--- config.mk ---
export PLATFORM = sky130hd
export DESIGN_NAME = spec_top
export DESIGN_NICKNAME = d
export VERILOG_FILES = /design/src/fft_stream_pkg.sv /design/src/spectrum_pkg.sv /design/src/frame_sequencer.sv /design/src/bin_power.sv /design/src/peak_pair_tracker.sv /design/src/isqrt.sv /design/src/peak_reporter.sv /design/src/spec_top.sv
export VERILOG_INCLUDE_DIRS = /design/src
export SDC_FILE = /design/constraint.sdc
export NUM_CORES = 1
export LEC_CHECK = 0
export ABC_CLOCK_PERIOD_IN_PS = 7000
export BUFFER_PORTS_ARGS = -buffer_cell sky130_fd_sc_hd__buf_2
export CORE_MARGIN = 2
export CORE_UTILIZATION = 45
export DETAILED_ROUTE_END_ITERATION = 10
export RECOVER_POWER = 100
export SETUP_SLACK_MARGIN = 0.1
export SLEW_MARGIN = 15
export SYNTH_ARGS = -nofsm -noshare
export SYNTH_HDL_FRONTEND = slang
export SYNTH_SLANG_ARGS = --single-unit
--- constraint.sdc ---
create_clock -name sys_clk -period 7 [get_ports sys_clk]
set_input_delay 0.35 -clock sys_clk [delete_from_list [all_inputs] [get_ports sys_clk]]
set_output_delay 0.35 -clock sys_clk [all_outputs]
set_load 0.01 [all_outputs]
--- src/spec_macros.svh ---
`ifndef SPEC_MACROS_SVH
`define SPEC_MACROS_SVH

// one ADC frame, also the FFT length
`define SPEC_N_POINTS 1024

// address, bin index and spectrum component width
`define SPEC_SAMPLE_W 10

`define SPEC_POWER_W 20 // re^2 + im^2
`define SPEC_AMP_W 10   // floor(sqrt(power))

// searched half spectrum, dc bin excluded
`define SPEC_BIN_FIRST 1
`define SPEC_BIN_LAST 511

`endif

--- src/fft_stream_pkg.sv ---
`include "spec_macros.svh"

package fft_stream_pkg;

	// strobes toward the FFT sink
	typedef struct packed {
		logic                      valid;
		logic                      sop;   // with address 0
		logic                      eop;   // with the last address
		logic [`SPEC_SAMPLE_W-1:0] addr;  // ADC sample address
	} sink_frame_t;

	// one beat of the FFT output stream
	typedef struct packed {
		logic                             valid;
		logic                             sop;  // bin 0
		logic                             eop;
		logic signed [`SPEC_SAMPLE_W-1:0] re;
		logic signed [`SPEC_SAMPLE_W-1:0] im;
	} spec_bin_t;

endpackage

--- src/spectrum_pkg.sv ---
`include "spec_macros.svh"

package spectrum_pkg;

	typedef struct packed {
		logic                      valid;
		logic [`SPEC_SAMPLE_W-1:0] bin;
		logic [`SPEC_POWER_W-1:0]  power;
		logic                      last;  // bin SPEC_BIN_LAST
	} power_sample_t;

	typedef struct packed {
		logic [`SPEC_SAMPLE_W-1:0] bin;
		logic [`SPEC_POWER_W-1:0]  power;
	} peak_t;

	// a holds the lower bin
	typedef struct packed {
		peak_t a;
		peak_t b;
	} tone_pair_t;

	typedef struct packed {
		logic [`SPEC_SAMPLE_W-1:0] bin;
		logic [`SPEC_POWER_W-1:0]  power;
		logic [`SPEC_AMP_W-1:0]    amp;
	} tone_t;

	typedef struct packed {
		tone_t a;
		tone_t b;
	} tone_report_t;

endpackage

--- src/frame_sequencer.sv ---
`include "spec_macros.svh"

module frame_sequencer (
	input  logic                        sys_clk,
	input  logic                        sys_rst,
	input  logic                        adc_flag,
	output fft_stream_pkg::sink_frame_t frame
);

	localparam int ADDR_W = `SPEC_SAMPLE_W;
	localparam logic [ADDR_W-1:0] LAST_ADDR = ADDR_W'(`SPEC_N_POINTS - 1);
	localparam logic [ADDR_W-1:0] PRE_LAST_ADDR = ADDR_W'(`SPEC_N_POINTS - 2);

	typedef enum logic {
		S_IDLE,
		S_RUN
	} state_t;

	state_t state;

	always_ff @(posedge sys_clk or negedge sys_rst)
	begin
		if (!sys_rst)
		begin
			state <= S_IDLE;
			frame <= '0;
		end
		else
		begin
			case (state)
				S_IDLE:
				begin
					if (adc_flag) // only sampled here
					begin
						state       <= S_RUN;
						frame.valid <= 1'b1;
						frame.sop   <= 1'b1;
						frame.eop   <= 1'b0;
						frame.addr  <= '0;
					end
				end
				S_RUN:
				begin
					frame.sop <= 1'b0;
					if (frame.addr == LAST_ADDR)
					begin
						state       <= S_IDLE; // frame done
						frame.valid <= 1'b0;
						frame.eop   <= 1'b0;
						frame.addr  <= '0;
					end
					else
					begin
						frame.addr <= frame.addr + 1'b1;
						frame.eop  <= (frame.addr == PRE_LAST_ADDR); // next beat is the last
					end
				end
				default:
				begin
					state <= S_IDLE;
					frame <= '0;
				end
			endcase
		end
	end

endmodule

--- src/bin_power.sv ---
`include "spec_macros.svh"

module bin_power (
	input  logic                          sys_clk,
	input  logic                          sys_rst,
	input  fft_stream_pkg::spec_bin_t     spec,
	output spectrum_pkg::power_sample_t   sample
);

	localparam int BIN_W = `SPEC_SAMPLE_W;
	localparam int POW_W = `SPEC_POWER_W;
	localparam logic [BIN_W-1:0] LAST_BIN = BIN_W'(`SPEC_BIN_LAST);

	logic [BIN_W-1:0]        bin_cnt;   // bin of the next beat
	logic [BIN_W-1:0]        bin_cur;
	logic signed [2*BIN_W-1:0] re_sq;
	logic signed [2*BIN_W-1:0] im_sq;
	logic [POW_W-1:0]        power_cur;

	logic                    valid_q;
	logic [BIN_W-1:0]        bin_q;
	logic [POW_W-1:0]        power_q;
	logic                    last_q;

	assign bin_cur = spec.sop ? '0 : bin_cnt; // sop restarts numbering

	// each square is at most 2^18, the sum fits unsigned
	assign re_sq     = spec.re * spec.re;
	assign im_sq     = spec.im * spec.im;
	assign power_cur = POW_W'($unsigned(re_sq)) + POW_W'($unsigned(im_sq));

	always_ff @(posedge sys_clk or negedge sys_rst)
	begin
		if (!sys_rst)
		begin
			bin_cnt <= '0;
			valid_q <= 1'b0;
		end
		else
		begin
			valid_q <= spec.valid;
			if (spec.valid)
				bin_cnt <= bin_cur + 1'b1;
		end
	end

	always_ff @(posedge sys_clk)
	begin
		if (spec.valid)
		begin
			bin_q   <= bin_cur;
			power_q <= power_cur;
			last_q  <= (bin_cur == LAST_BIN);
		end
	end

	assign sample = '{valid: valid_q, bin: bin_q, power: power_q, last: last_q};

endmodule

--- src/peak_pair_tracker.sv ---
`include "spec_macros.svh"

module peak_pair_tracker (
	input  logic                        sys_clk,
	input  logic                        sys_rst,
	input  spectrum_pkg::power_sample_t sample,
	output spectrum_pkg::tone_pair_t    pair,
	output logic                        pair_valid
);

	localparam int BIN_W = `SPEC_SAMPLE_W;
	localparam logic [BIN_W-1:0] FIRST_BIN = BIN_W'(`SPEC_BIN_FIRST);
	localparam logic [BIN_W-1:0] LAST_BIN = BIN_W'(`SPEC_BIN_LAST);

	spectrum_pkg::peak_t best;
	spectrum_pkg::peak_t second;
	spectrum_pkg::peak_t best_nxt;
	spectrum_pkg::peak_t second_nxt;
	spectrum_pkg::peak_t cand;
	logic                in_range;
	logic                range_end;

	assign in_range  = sample.valid && (sample.bin >= FIRST_BIN) && (sample.bin <= LAST_BIN);
	assign range_end = in_range && sample.last;
	assign cand      = '{bin: sample.bin, power: sample.power};

	// strict compares keep the earlier bin on ties
	always_comb
	begin
		best_nxt   = best;
		second_nxt = second;
		if (sample.bin == FIRST_BIN)
		begin
			best_nxt   = cand; // new search
			second_nxt = '0;
		end
		else if (cand.power > best.power)
		begin
			second_nxt = best;
			best_nxt   = cand;
		end
		else if (cand.power > second.power)
		begin
			second_nxt = cand;
		end
	end

	always_ff @(posedge sys_clk)
	begin
		if (in_range)
		begin
			best   <= best_nxt;
			second <= second_nxt;
		end
		if (range_end)
		begin
			if (best_nxt.bin < second_nxt.bin) // lower bin goes to tone a
				pair <= '{a: best_nxt, b: second_nxt};
			else
				pair <= '{a: second_nxt, b: best_nxt};
		end
	end

	always_ff @(posedge sys_clk or negedge sys_rst)
	begin
		if (!sys_rst)
			pair_valid <= 1'b0;
		else
			pair_valid <= range_end; // one cycle after the last sample
	end

endmodule

--- src/isqrt.sv ---
`include "spec_macros.svh"

module isqrt (
	input  logic                     sys_clk,
	input  logic                     sys_rst,
	input  logic                     start,
	input  logic [`SPEC_POWER_W-1:0] radicand,
	output logic [`SPEC_AMP_W-1:0]   root,
	output logic                     done
);

	localparam int STEPS = `SPEC_AMP_W;
	localparam int STEP_W = $clog2(STEPS);
	localparam logic [STEP_W-1:0] LAST_STEP = STEP_W'(STEPS - 1);

	logic [`SPEC_POWER_W-1:0] rad_q;     // radicand, two bits leave per step
	logic [`SPEC_AMP_W+1:0]   rem_q;     // partial remainder
	logic [`SPEC_AMP_W+3:0]   rem_shift;
	logic [`SPEC_AMP_W+3:0]   trial;
	logic [`SPEC_AMP_W+3:0]   rem_diff;
	logic [STEP_W-1:0]        step_q;
	logic                     busy_q;

	assign rem_shift = {rem_q, rad_q[`SPEC_POWER_W-1 -: 2]};
	assign trial     = {2'b00, root, 2'b01}; // 4*root + 1
	assign rem_diff  = rem_shift - trial;

	always_ff @(posedge sys_clk or negedge sys_rst)
	begin
		if (!sys_rst)
		begin
			busy_q <= 1'b0;
			step_q <= '0;
			done   <= 1'b0;
		end
		else
		begin
			done <= busy_q && (step_q == LAST_STEP);
			if (start)
			begin
				busy_q <= 1'b1;
				step_q <= '0;
			end
			else if (busy_q)
			begin
				step_q <= step_q + 1'b1;
				if (step_q == LAST_STEP)
					busy_q <= 1'b0;
			end
		end
	end

	always_ff @(posedge sys_clk)
	begin
		if (start)
		begin
			rad_q <= radicand;
			rem_q <= '0;
			root  <= '0;
		end
		else if (busy_q)
		begin
			rad_q <= rad_q << 2;
			if (rem_shift >= trial) // restoring step
			begin
				rem_q <= rem_diff[`SPEC_AMP_W+1:0];
				root  <= {root[`SPEC_AMP_W-2:0], 1'b1};
			end
			else
			begin
				rem_q <= rem_shift[`SPEC_AMP_W+1:0];
				root  <= {root[`SPEC_AMP_W-2:0], 1'b0};
			end
		end
	end

endmodule

--- src/peak_reporter.sv ---
`include "spec_macros.svh"

module peak_reporter (
	input  logic                       sys_clk,
	input  logic                       sys_rst,
	input  spectrum_pkg::tone_pair_t   pair,
	input  logic                       pair_valid,
	output spectrum_pkg::tone_report_t report,
	output logic                       update_flag
);

	spectrum_pkg::tone_pair_t pair_q; // held while the roots run
	logic [`SPEC_AMP_W-1:0]   root_a;
	logic [`SPEC_AMP_W-1:0]   root_b;
	logic                     done_a;
	logic                     done_b;
	logic                     roots_done;

	isqrt i_isqrt_a (
		.sys_clk  (sys_clk),
		.sys_rst  (sys_rst),
		.start    (pair_valid),
		.radicand (pair.a.power),
		.root     (root_a),
		.done     (done_a)
	);

	isqrt i_isqrt_b (
		.sys_clk  (sys_clk),
		.sys_rst  (sys_rst),
		.start    (pair_valid),
		.radicand (pair.b.power),
		.root     (root_b),
		.done     (done_b)
	);

	assign roots_done = done_a && done_b; // both start together

	always_ff @(posedge sys_clk)
	begin
		if (pair_valid)
			pair_q <= pair;
	end

	always_ff @(posedge sys_clk or negedge sys_rst)
	begin
		if (!sys_rst)
		begin
			report      <= '0;
			update_flag <= 1'b0;
		end
		else
		begin
			update_flag <= roots_done;
			if (roots_done)
			begin
				report.a <= '{bin: pair_q.a.bin, power: pair_q.a.power, amp: root_a};
				report.b <= '{bin: pair_q.b.bin, power: pair_q.b.power, amp: root_b};
			end
		end
	end

endmodule

--- src/spec_top.sv ---
`include "spec_macros.svh"

module spec_top (
	input  logic                             sys_clk,
	input  logic                             sys_rst,
	input  logic                             adc_flag,
	input  logic                             spec_valid,
	input  logic                             spec_sop,
	input  logic                             spec_eop,
	input  logic signed [`SPEC_SAMPLE_W-1:0] spec_re,
	input  logic signed [`SPEC_SAMPLE_W-1:0] spec_im,
	output logic [`SPEC_SAMPLE_W-1:0]        sample_addr,
	output logic                             sink_valid,
	output logic                             sink_sop,
	output logic                             sink_eop,
	output logic                             power_valid,
	output logic [`SPEC_SAMPLE_W-1:0]        power_bin,
	output logic [`SPEC_POWER_W-1:0]         power,
	output logic                             update_flag,
	output logic [`SPEC_SAMPLE_W-1:0]        bin_a,
	output logic [`SPEC_SAMPLE_W-1:0]        bin_b,
	output logic [`SPEC_POWER_W-1:0]         power_a,
	output logic [`SPEC_POWER_W-1:0]         power_b,
	output logic [`SPEC_AMP_W-1:0]           amp_a,
	output logic [`SPEC_AMP_W-1:0]           amp_b
);

	fft_stream_pkg::sink_frame_t  frame;
	fft_stream_pkg::spec_bin_t    spec;
	spectrum_pkg::power_sample_t  sample;
	spectrum_pkg::tone_pair_t     pair;
	logic                         pair_valid;
	spectrum_pkg::tone_report_t   report;

	// FFT output stream from the ports
	assign spec = '{valid: spec_valid, sop: spec_sop, eop: spec_eop, re: spec_re, im: spec_im};

	frame_sequencer i_frame_sequencer (
		.sys_clk  (sys_clk),
		.sys_rst  (sys_rst),
		.adc_flag (adc_flag),
		.frame    (frame)
	);

	bin_power i_bin_power (
		.sys_clk (sys_clk),
		.sys_rst (sys_rst),
		.spec    (spec),
		.sample  (sample)
	);

	peak_pair_tracker i_peak_pair_tracker (
		.sys_clk    (sys_clk),
		.sys_rst    (sys_rst),
		.sample     (sample),
		.pair       (pair),
		.pair_valid (pair_valid)
	);

	peak_reporter i_peak_reporter (
		.sys_clk     (sys_clk),
		.sys_rst     (sys_rst),
		.pair        (pair),
		.pair_valid  (pair_valid),
		.report      (report),
		.update_flag (update_flag)
	);

	assign sample_addr = frame.addr;
	assign sink_valid  = frame.valid;
	assign sink_sop    = frame.sop;
	assign sink_eop    = frame.eop;

	assign power_valid = sample.valid; // live spectrum
	assign power_bin   = sample.bin;
	assign power       = sample.power;

	assign bin_a   = report.a.bin;
	assign bin_b   = report.b.bin;
	assign power_a = report.a.power;
	assign power_b = report.b.power;
	assign amp_a   = report.a.amp;
	assign amp_b   = report.b.amp;

endmodule

Word level (Yosys, flattened, before mapping)
Index checks and enable logic that the tools add are counted.
Storage, ports and cells
  register bits: 414
Operators by class
  add/sub/neg operators: 7
  $mul: 2
  magnitude comparators: 7
  equality and inequality tests: 8
  mux-type cells: 32
  bitwise logic cells: 1
  reduce and logical (&&, ||, !) cells: 9
Operator list (number)
  2-to-1 mux 30 bit: 5
  2-to-1 mux 20 bit: 4
  2-to-1 mux 60 bit: 1
  > comparator 20 bit: 2
  multiplier 10 x 10 -> 20 bit: 2
  greater-or-equal comparator 14 x 12 -> 1 bit: 2
  one-hot mux 13 bit (2 select lines): 1
  2-to-1 mux 12 bit: 2
  subtractor 12 bit: 2
  adder 10 x 1 -> 10 bit, second input constant: 2
  adder 20 bit: 1
  equality test 10 bit, second input constant: 2
  2-to-1 mux 4 bit: 4
  2-to-1 mux 13 bit: 1
  2-to-1 mux 1 bit: 11
  2-to-1 mux 11 bit: 1
  equality test 10 x 1 -> 1 bit, second input constant: 1
  equality test 10 x 9 -> 1 bit, second input constant: 1
  greater-or-equal comparator 10 x 1 -> 1 bit, second input constant: 1
  less-or-equal comparator 10 x 9 -> 1 bit, second input constant: 1
  < comparator 10 bit: 1
  2-to-1 mux 10 bit: 1
  adder 4 x 1 -> 4 bit, second input constant: 2
  equality test 4 bit, second input constant: 2
  6 further kinds: 13

Depth between registers and ports, before layout
Gate-level depths: netlist of run 1.
  depth after elaboration: 6
  gate-level depth with buffers: 24

Hierarchy
Synthesis of run 1 repeated with hierarchy kept, for this count alone.
Second synthesis, totals
  cell total of the unflattened synthesis: 2228
  area total of the unflattened synthesis: 26844.5 um^2
By module, submodules not included
  bin_power: instances 1, cells each 850, area each 8665.8 um^2, sequential area each 1206.2 um^2
  peak_pair_tracker: instances 1, cells each 582, area each 7050.5 um^2, sequential area each 3628.5 um^2
  peak_reporter: instances 1, cells each 231, area each 5215.0 um^2, sequential area each 3828.7 um^2
  isqrt: instances 2, cells each 244, area each 2590.0 um^2, sequential area each 1191.1 um^2
  frame_sequencer: instances 1, cells each 77, area each 733.2 um^2, sequential area each 350.3 um^2

Worst setup path before layout of run 1
No wires, ideal clock.
  kind: reg-to-reg
  start: register i_bin_power.bin_q[2]
  end: register, netlist name i_peak_pair_tracker.pair[0]
  setup time: 0.425 ns
  arrival: 6.851 ns
  slack: -0.276 ns
  stages on the path, launching flop included: 6
  cell sequence: edfxtp_1 > nor4_1 > nand2_1 > nor2_1 > nor3b_1 > and2_1
On the way
  longest elaborated chain between the ends: 4
  elaborated cells between the ends (all ways): 5
  those cells by class: 2 x order compare; 3 x reduce/logical
Ends and longest elaborated chain
  start: declaration: RTL line bin_power.sv:21  | logic [BIN_W-1:0] bin_q;
  start signal: assignment: RTL line bin_power.sv:51  | bin_q <= bin_cur;
  greater-or-equal comparator 10 x 1 -> 1 bit: RTL line peak_pair_tracker.sv:23  | assign in_range = sample.valid && (sample.bin >= FIRST_BIN) && (sample.bin <= LAST_BIN);
  logical AND 1 bit: RTL line peak_pair_tracker.sv:23
  logical AND 1 bit *: RTL line peak_pair_tracker.sv:23
  named net i_peak_pair_tracker.in_range: RTL line peak_pair_tracker.sv:20  | logic in_range;
  logical AND 1 bit *: RTL line peak_pair_tracker.sv:24  | assign range_end = in_range && sample.last;
  named net i_peak_pair_tracker.range_end: RTL line peak_pair_tracker.sv:21  | logic range_end;
Mark *: on every way through the listed nets, which the timed path passes. The rest lies on a longest branch.
A chain may end at the register's enable or synchronous reset.

Final worst setup path of run 1
  start: input port spec_im[0]
  end: register i_bin_power.power_q[19], data pin
On the way
  longest elaborated chain between the ends: 2
Ends and longest elaborated chain
  start: declaration: RTL line spec_top.sv:11  | input logic signed [`SPEC_SAMPLE_W-1:0] spec_im,
  multiplier 10 x 10 -> 20 bit: RTL line bin_power.sv:29  | assign im_sq = spec.im * spec.im;
  adder 20 bit: RTL line bin_power.sv:30  | assign power_cur = POW_W'($unsigned(re_sq)) + POW_W'($unsigned(im_sq));
  named net i_bin_power.power_cur[19]: RTL line bin_power.sv:18  | logic [POW_W-1:0] power_cur;
  end signal: assignment: RTL line bin_power.sv:52  | power_q <= power_cur;
  end: declaration: RTL line bin_power.sv:22  | logic [POW_W-1:0] power_q;
The timed path passes the listed nets, and every way through them passes these cells.

==> run metrics, run 1 <==
status complete, but fails checks; failing checks max-capacitance violations, max-slew violations; vias 15700; post-cts sizing count 0; unrepaired setup endpoints after global routing false; ys flop type edfxtp_1; fraction of registers with async set/reset 28.7%; via density per instance 5.05; top cells by count, synth inv_1, edfxtp_1, fa_1; Worst EP arrival 6.67 ns; share of the synthesized area in the top cell type 29.5%; total negative slack 0 ns; Post-synth EDFFs 251; DR DRC count 0; Clk Latency, worst-skew pair 0.55 ns; Final Max Tran Viols 714; sequential fraction of the synthesis area 44.5%; Slew headroom -146%; max cap viols 15; register clock-pin slew on the reported worst setup and hold paths 0.06 ns; DP Wirelength 39.2 mm; gr usage total 18.1%; r2r setup slk 0.66 ns; max frequency 0.156 GHz; die footprint 58800 sq um; CTS sink count 414; grt met1 use 25.8%; GR Util met3 2.54%; Pre-Repair DR Iteration Count 5; Core Region 56300 sq um; Worst setup SP type primary input; grt total ovfl 0; hold path start adc_flag; layout cells sized above 1 9.85%; post-route ant nets 0; Syn Area/Cell 11.8 sq um; largest net degree at the start of global routing 63; top-count cell post-synth inv_1; Final Skew 0.0231 ns; Worst EP required 7.27 ns; crit-path max FO 14; final wirelength 52.3 mm; first-pass GRT wire length 87.0 mm; Yosys reg bits 414; CTS Buf Count 42; worst slew pin tran 3.69 ns; final hold violation count 0; top cell type by total area after synthesis edfxtp_1; post-synthesis cell area 25600 sq um; DRT iter0 DRCs 640; Min-Delay Path Class primary input to register; Starting Density 45.5%; Die Wd 242 um; CTS Root Cell clkbuf_16; Die Y 242 um; Rows 87; port bufs 149; WS Path Type primary input to register; vias in the first global route 16400; RR Endpoint i_peak_pair_tracker.pair[43]; fin crit share 91.5%; routing usage on met2 29.3%; Synth area leaders edfxtp_1, fa_1, dfrtp_1; Synth cell types 64; min Tclk post-route 6.40 ns; Top Ports 151; Ys Warns 0; endpoints failing setup 0; WL/cell 16.9 um; Layout Nets 2681; Most Used Layer, Global Route met2; Hold EP i_frame_sequencer.frame[4]; diode count 0; Worst R2R Start i_bin_power.power_q[15]; R2R depth 17; routability cong. 0.856; Hold Path Stages 2; CTS tree done; H-tree levels 2; Max clock buf depth 3; Area Overhead vs Synth 10.5%; gate count after technology mapping 2173; CP endpoint kind register; syn nets 2543; initial antenna violation count 0
sequential cells by signal (all words and copies together) (netlist names), 4 cells and up:
signal,flops
i_bin_power.bin_cnt,10
i_bin_power.bin_q,10
i_bin_power.power_q,20
i_frame_sequencer.frame,13
i_peak_pair_tracker.best,30
i_peak_pair_tracker.pair,60
i_peak_pair_tracker.second,30
i_peak_reporter.i_isqrt_a.rad_q,20
i_peak_reporter.i_isqrt_a.rem_q,12
i_peak_reporter.i_isqrt_a.root,10
i_peak_reporter.i_isqrt_a.step_q,4
i_peak_reporter.i_isqrt_b.rad_q,20
i_peak_reporter.i_isqrt_b.rem_q,12
i_peak_reporter.i_isqrt_b.root,10
i_peak_reporter.i_isqrt_b.step_q,4
i_peak_reporter.pair_q,60
i_peak_reporter.report,80
layer usage:
layer  part of all wire (%)  up-vias  wire, um
li1                       -     7572         -
met1                     48     7733     24900
met2                     46      284     24100
met3                    4.1       74      2130
met4                    2.2        0      1140
met5                      0        -         0
metrics by stage:
| step | hold slack (ns) | utilization, % | instance area [sq um] | setup slack, ns | instances |
|---|---|---|---|---|---|
| 6_report | 0.0530 | 50.3 | 28300 | 0.597 | 3101 |
| 5_1_grt | 0.0398 | 50.3 | 28300 | 0.115 | 3101 |
| 4_1_cts | 0.0358 | 50.7 | 28500 | 0.660 | 3101 |
| 3_5_place_dp | 0.405 | 48.2 | 27100 | 0.0935 | 3022 |
| 3_3_place_gp | 0.405 | 48.2 | 27100 | 0.174 | 3022 |
| 2_1_floorplan | 0.0544 | - | 25600 | 0.586 | 2173 |
cell families (layout without fill, tap and decap cells):
kind of cell    Yosys count  after routing  share of synthesized area (%)
xor+xnor                 64             64                           2.19
flops                   414            414                           44.5
buf+inv                 426            598                           6.55
compound gates          247            247                           6.25
simple gates            445            445                           8.10
mux                     233            233                           9.83
fa+ha+maj               344            344                           22.5
worst max path at each step:
stage	from	endpoint	slack, ns	cells past startpoint
finish	spec_im[0]	i_bin_power.power_q[19]	0.60	22
global route	spec_im[0]	i_bin_power.power_q[19]	0.12	22
CTS	spec_im[0]	i_bin_power.power_q[19]	0.66	22
detailed placement	spec_im[0]	i_bin_power.power_q[19]	0.09	22
global placement	spec_im[0]	i_bin_power.power_q[19]	0.17	22
floorplan	spec_re[9]	i_bin_power.power_q[19]	0.59	23
repair_timing:
| item | in CTS | in global routing |
|---|---|---|
| setup buffers | 0 | 0 |
| endpoints found under the setup margin | 0 | 0 |
| hold endpoints to repair | 58 | 0 |
| hold buffers | 1 | 0 |
critical path: stages:
cell	delay, ns
clkbuf_2	0.24
and2_1	0.35
inv_1	0.12
fa_1	0.49
fa_1	0.55
inv_1	0.05
fa_1	0.42
fa_1	0.58
fa_1	0.45
fa_1	0.55
inv_1	0.05
fa_1	0.53
inv_1	0.04
ha_1	0.35
and2_1	0.15
o21ai_0	0.13
o311ai_0	0.18
a21oi_1	0.29
o21bai_1	0.13
a211oi_1	0.42
o2bb2ai_1	0.18
xnor2_1	0.08
placed cells by master (no fill, tap or decap), types with 7 or more instances in the layout:
cell	n
o21ai_0	76
buf_2	20
a211o_1	9
a21o_1	16
nor3_1	11
and2_0	7
mux2_2	123
dfxtp_1	44
o21a_1	12
clkinv_1	7
nand2_1	146
a21oi_1	48
and3_1	12
xnor2_1	47
inv_1	345
clkbuf_1	148
edfxtp_1	251
ha_1	149
a211oi_1	47
mux2_1	24
xor2_1	17
nand4_1	17
dfrtp_1	119
clkbuf_16	44
mux2i_1	86
buf_4	10
nand3_1	21
nor2b_1	24
and2_1	41
nor2_1	133
fa_1	195
cell type report:
type | count | area (sq um)
tap | 756 | 946
timing repair buffer | 173 | 726
inverter | 347 | 1300
clock inverter | 20 | 204
clock buffer | 58 | 1180
sequential | 414 | 11400
fill | 5096 | 28000
multi-input combinational | 1333 | 12500
Power of run 1 is left out: the tool's default activity adds up to more than one toggle a clock period on the data nets, which glitch-free logic cannot reach.
==> run 2: changes to the inputs <==
CORE_UTILIZATION = 25   (was 45)
==> run 2 against run 1 <==
Effect of this change: the run still ends with max-capacitance violations, max-slew violations left; critical path type is now register to register; hold slack barely moved; via count barely moved; utilization fell by 21 points; die area rose by 78%; largest cell class unchanged; final area rose by 3.7%; first-iteration DRC count rose by 28%; critical endpoint is now i_peak_pair_tracker.pair[12].
==> run metrics, run 2 (synthesis gave the netlist of run 1 again) <==
Most flops, register i_peak_reporter.report; Core Region 102000 sq um; DP Wirelength 41.7 mm; crit-path max FO 58; worst path bufs/invs 3; WL/cell 14.7 um; Min-Delay Path Class primary input to register; Hold EP i_frame_sequencer.frame[4]; vias in the first global route 16000; Largest register FFs 80; H-tree levels 2; worst slew pin tran 4.50 ns; Top Family by Delay on Critical Path compound AO/OA/AOI/OAI gates; CTS tree done; most common cell after layout, fill and taps aside inv_1; Hold Path Stages 2; DRT iter0 DRCs 822; total negative slack 0 ns; DR DRC count 0; Fillers 10700; final wirelength 54.7 mm; first-pass GRT wire length 88.0 mm; Post-CTS Hold Buffers 1; critical-path cell list ha_1 > nand4_1 > or3_1 > nor3_1 > a2111oi_0 > clkbuf_1 > o21ai_0 > mux2i_1 > inv_1 > ha_1 > a21o_1 > a21o_1 > a21oi_1 > o21ai_0 > nor4_1 > a22oi_4 > buf_12 > mux2_1; endpoints failing setup 0; CTS Buf Count 46; Area Overhead vs Synth 14.6%; port bufs 149; CTS Root Cell clkbuf_16; post-cts sizing count 0; Top Ports 151; layout cells sized above 1 10.8%; Pre-Repair DR Iteration Count 5; max frequency 0.156 GHz; Final Max Tran Viols 647; via density per instance 4.21; die footprint 105000 sq um; Die Wd 324 um; Rows 117; gr usage total 10.6%; Worst EP required 7.33 ns; Die Y 324 um; hold path start adc_flag; WS Path Type register to register; largest net degree at the start of global routing 77; R2R depth 18; failing checks max-capacitance violations, max-slew violations; RR Endpoint i_peak_pair_tracker.pair[12]; r2r setup slk 0.59 ns; fin crit share 91.5%; status complete, but fails checks; Layout Nets 2689; routability cong. 0.832; unrepaired setup endpoints after global routing false; Final Skew 0.0267 ns; end-of-flow core utilization 28.9%; vias 15700; Slew headroom -200%; worst stage delay on the critical path 1.53 ns; diode count 0; min Tclk post-route 6.41 ns; biggest regs i_peak_reporter.report (80), i_peak_pair_tracker.pair (60), i_peak_reporter.pair_q (60); Setup Fix Bufs, Post-CTS 0; grt total ovfl 0; CP endpoint kind register; Worst setup SP type register; initial antenna violation count 2; Worst EP arrival 6.73 ns; Starting Density 25.2%; Worst R2R Start i_bin_power.power_q[15]; register clock-pin slew on the reported worst setup and hold paths 0.06 ns; Clk Latency, worst-skew pair 0.59 ns; final hold violation count 0; max cap viols 14; most frequent cells in the layout inv_1, edfxtp_1, fa_1; CTS sink count 414; post-route ant nets 0; CP max-delay cell o21ai_0; Max clock buf depth 3
==> run 2: changes by cell type in the layout (fill, tap and decap cells not counted), sizes merged <==
cell	before	now
buf	30	35
clkinvlp	3	2
inv	346	348
bufinv	3	6
clkbuf	200	204
clkinv	15	14
==> run 2: worst max-delay path by stage <==
stage	from	endpoint	slack (ns)	cells past startpoint
final	i_bin_power.power_q[15]	i_peak_pair_tracker.pair[12]	0.59	18
after global placement	spec_im[1]	i_bin_power.power_q[19]	0.26	22
after global routing	i_bin_power.power_q[15]	i_peak_pair_tracker.pair[29]	0.25	18
after floorplan	spec_re[9]	i_bin_power.power_q[19]	0.59	23
after detailed placement	spec_im[1]	i_bin_power.power_q[19]	0.19	22
after CTS	spec_im[1]	i_bin_power.power_q[19]	0.81	22
==> run 2: metal layers <==
metal	part of all wire, %	wire [um]	vias to the layer above	GRT usage, %
met2	46	25200	272	17.3
met5	0	0	-	0
met1	46	25300	7727	14.3
met4	2.1	1120	0	2.69
li1	-	-	7597	-
met3	5.5	3000	78	2.06
==> run 2: through the flow <==
step / hold slack, ns / area (sq um) / setup WS [ns] / std cells
3_3_place_gp: 0.402 / 27900 / 0.262 / 3638
3_5_place_dp: 0.405 / 27900 / 0.192 / 3638
6_report: 0.0526 / 29300 / 0.594 / 3725
5_1_grt: 0.0304 / 29300 / 0.254 / 3725
2_1_floorplan: 0.0544 / 25600 / 0.586 / 2173
4_1_cts: 0.0141 / 29600 / 0.810 / 3725
==> run 2: area by class of cell <==
type	instances	area [sq um]	area share, %
inverters	347	1300	4.44
clock inverters	23	325	1.11
repair buffers	177	764	2.61
flip-flops and latches	414	11400	38.9
multi-input cells	1333	12500	42.7
well taps	1368	1710	5.84
clock buffers	63	1300	4.43
Power of run 2 is left out for the same reason.
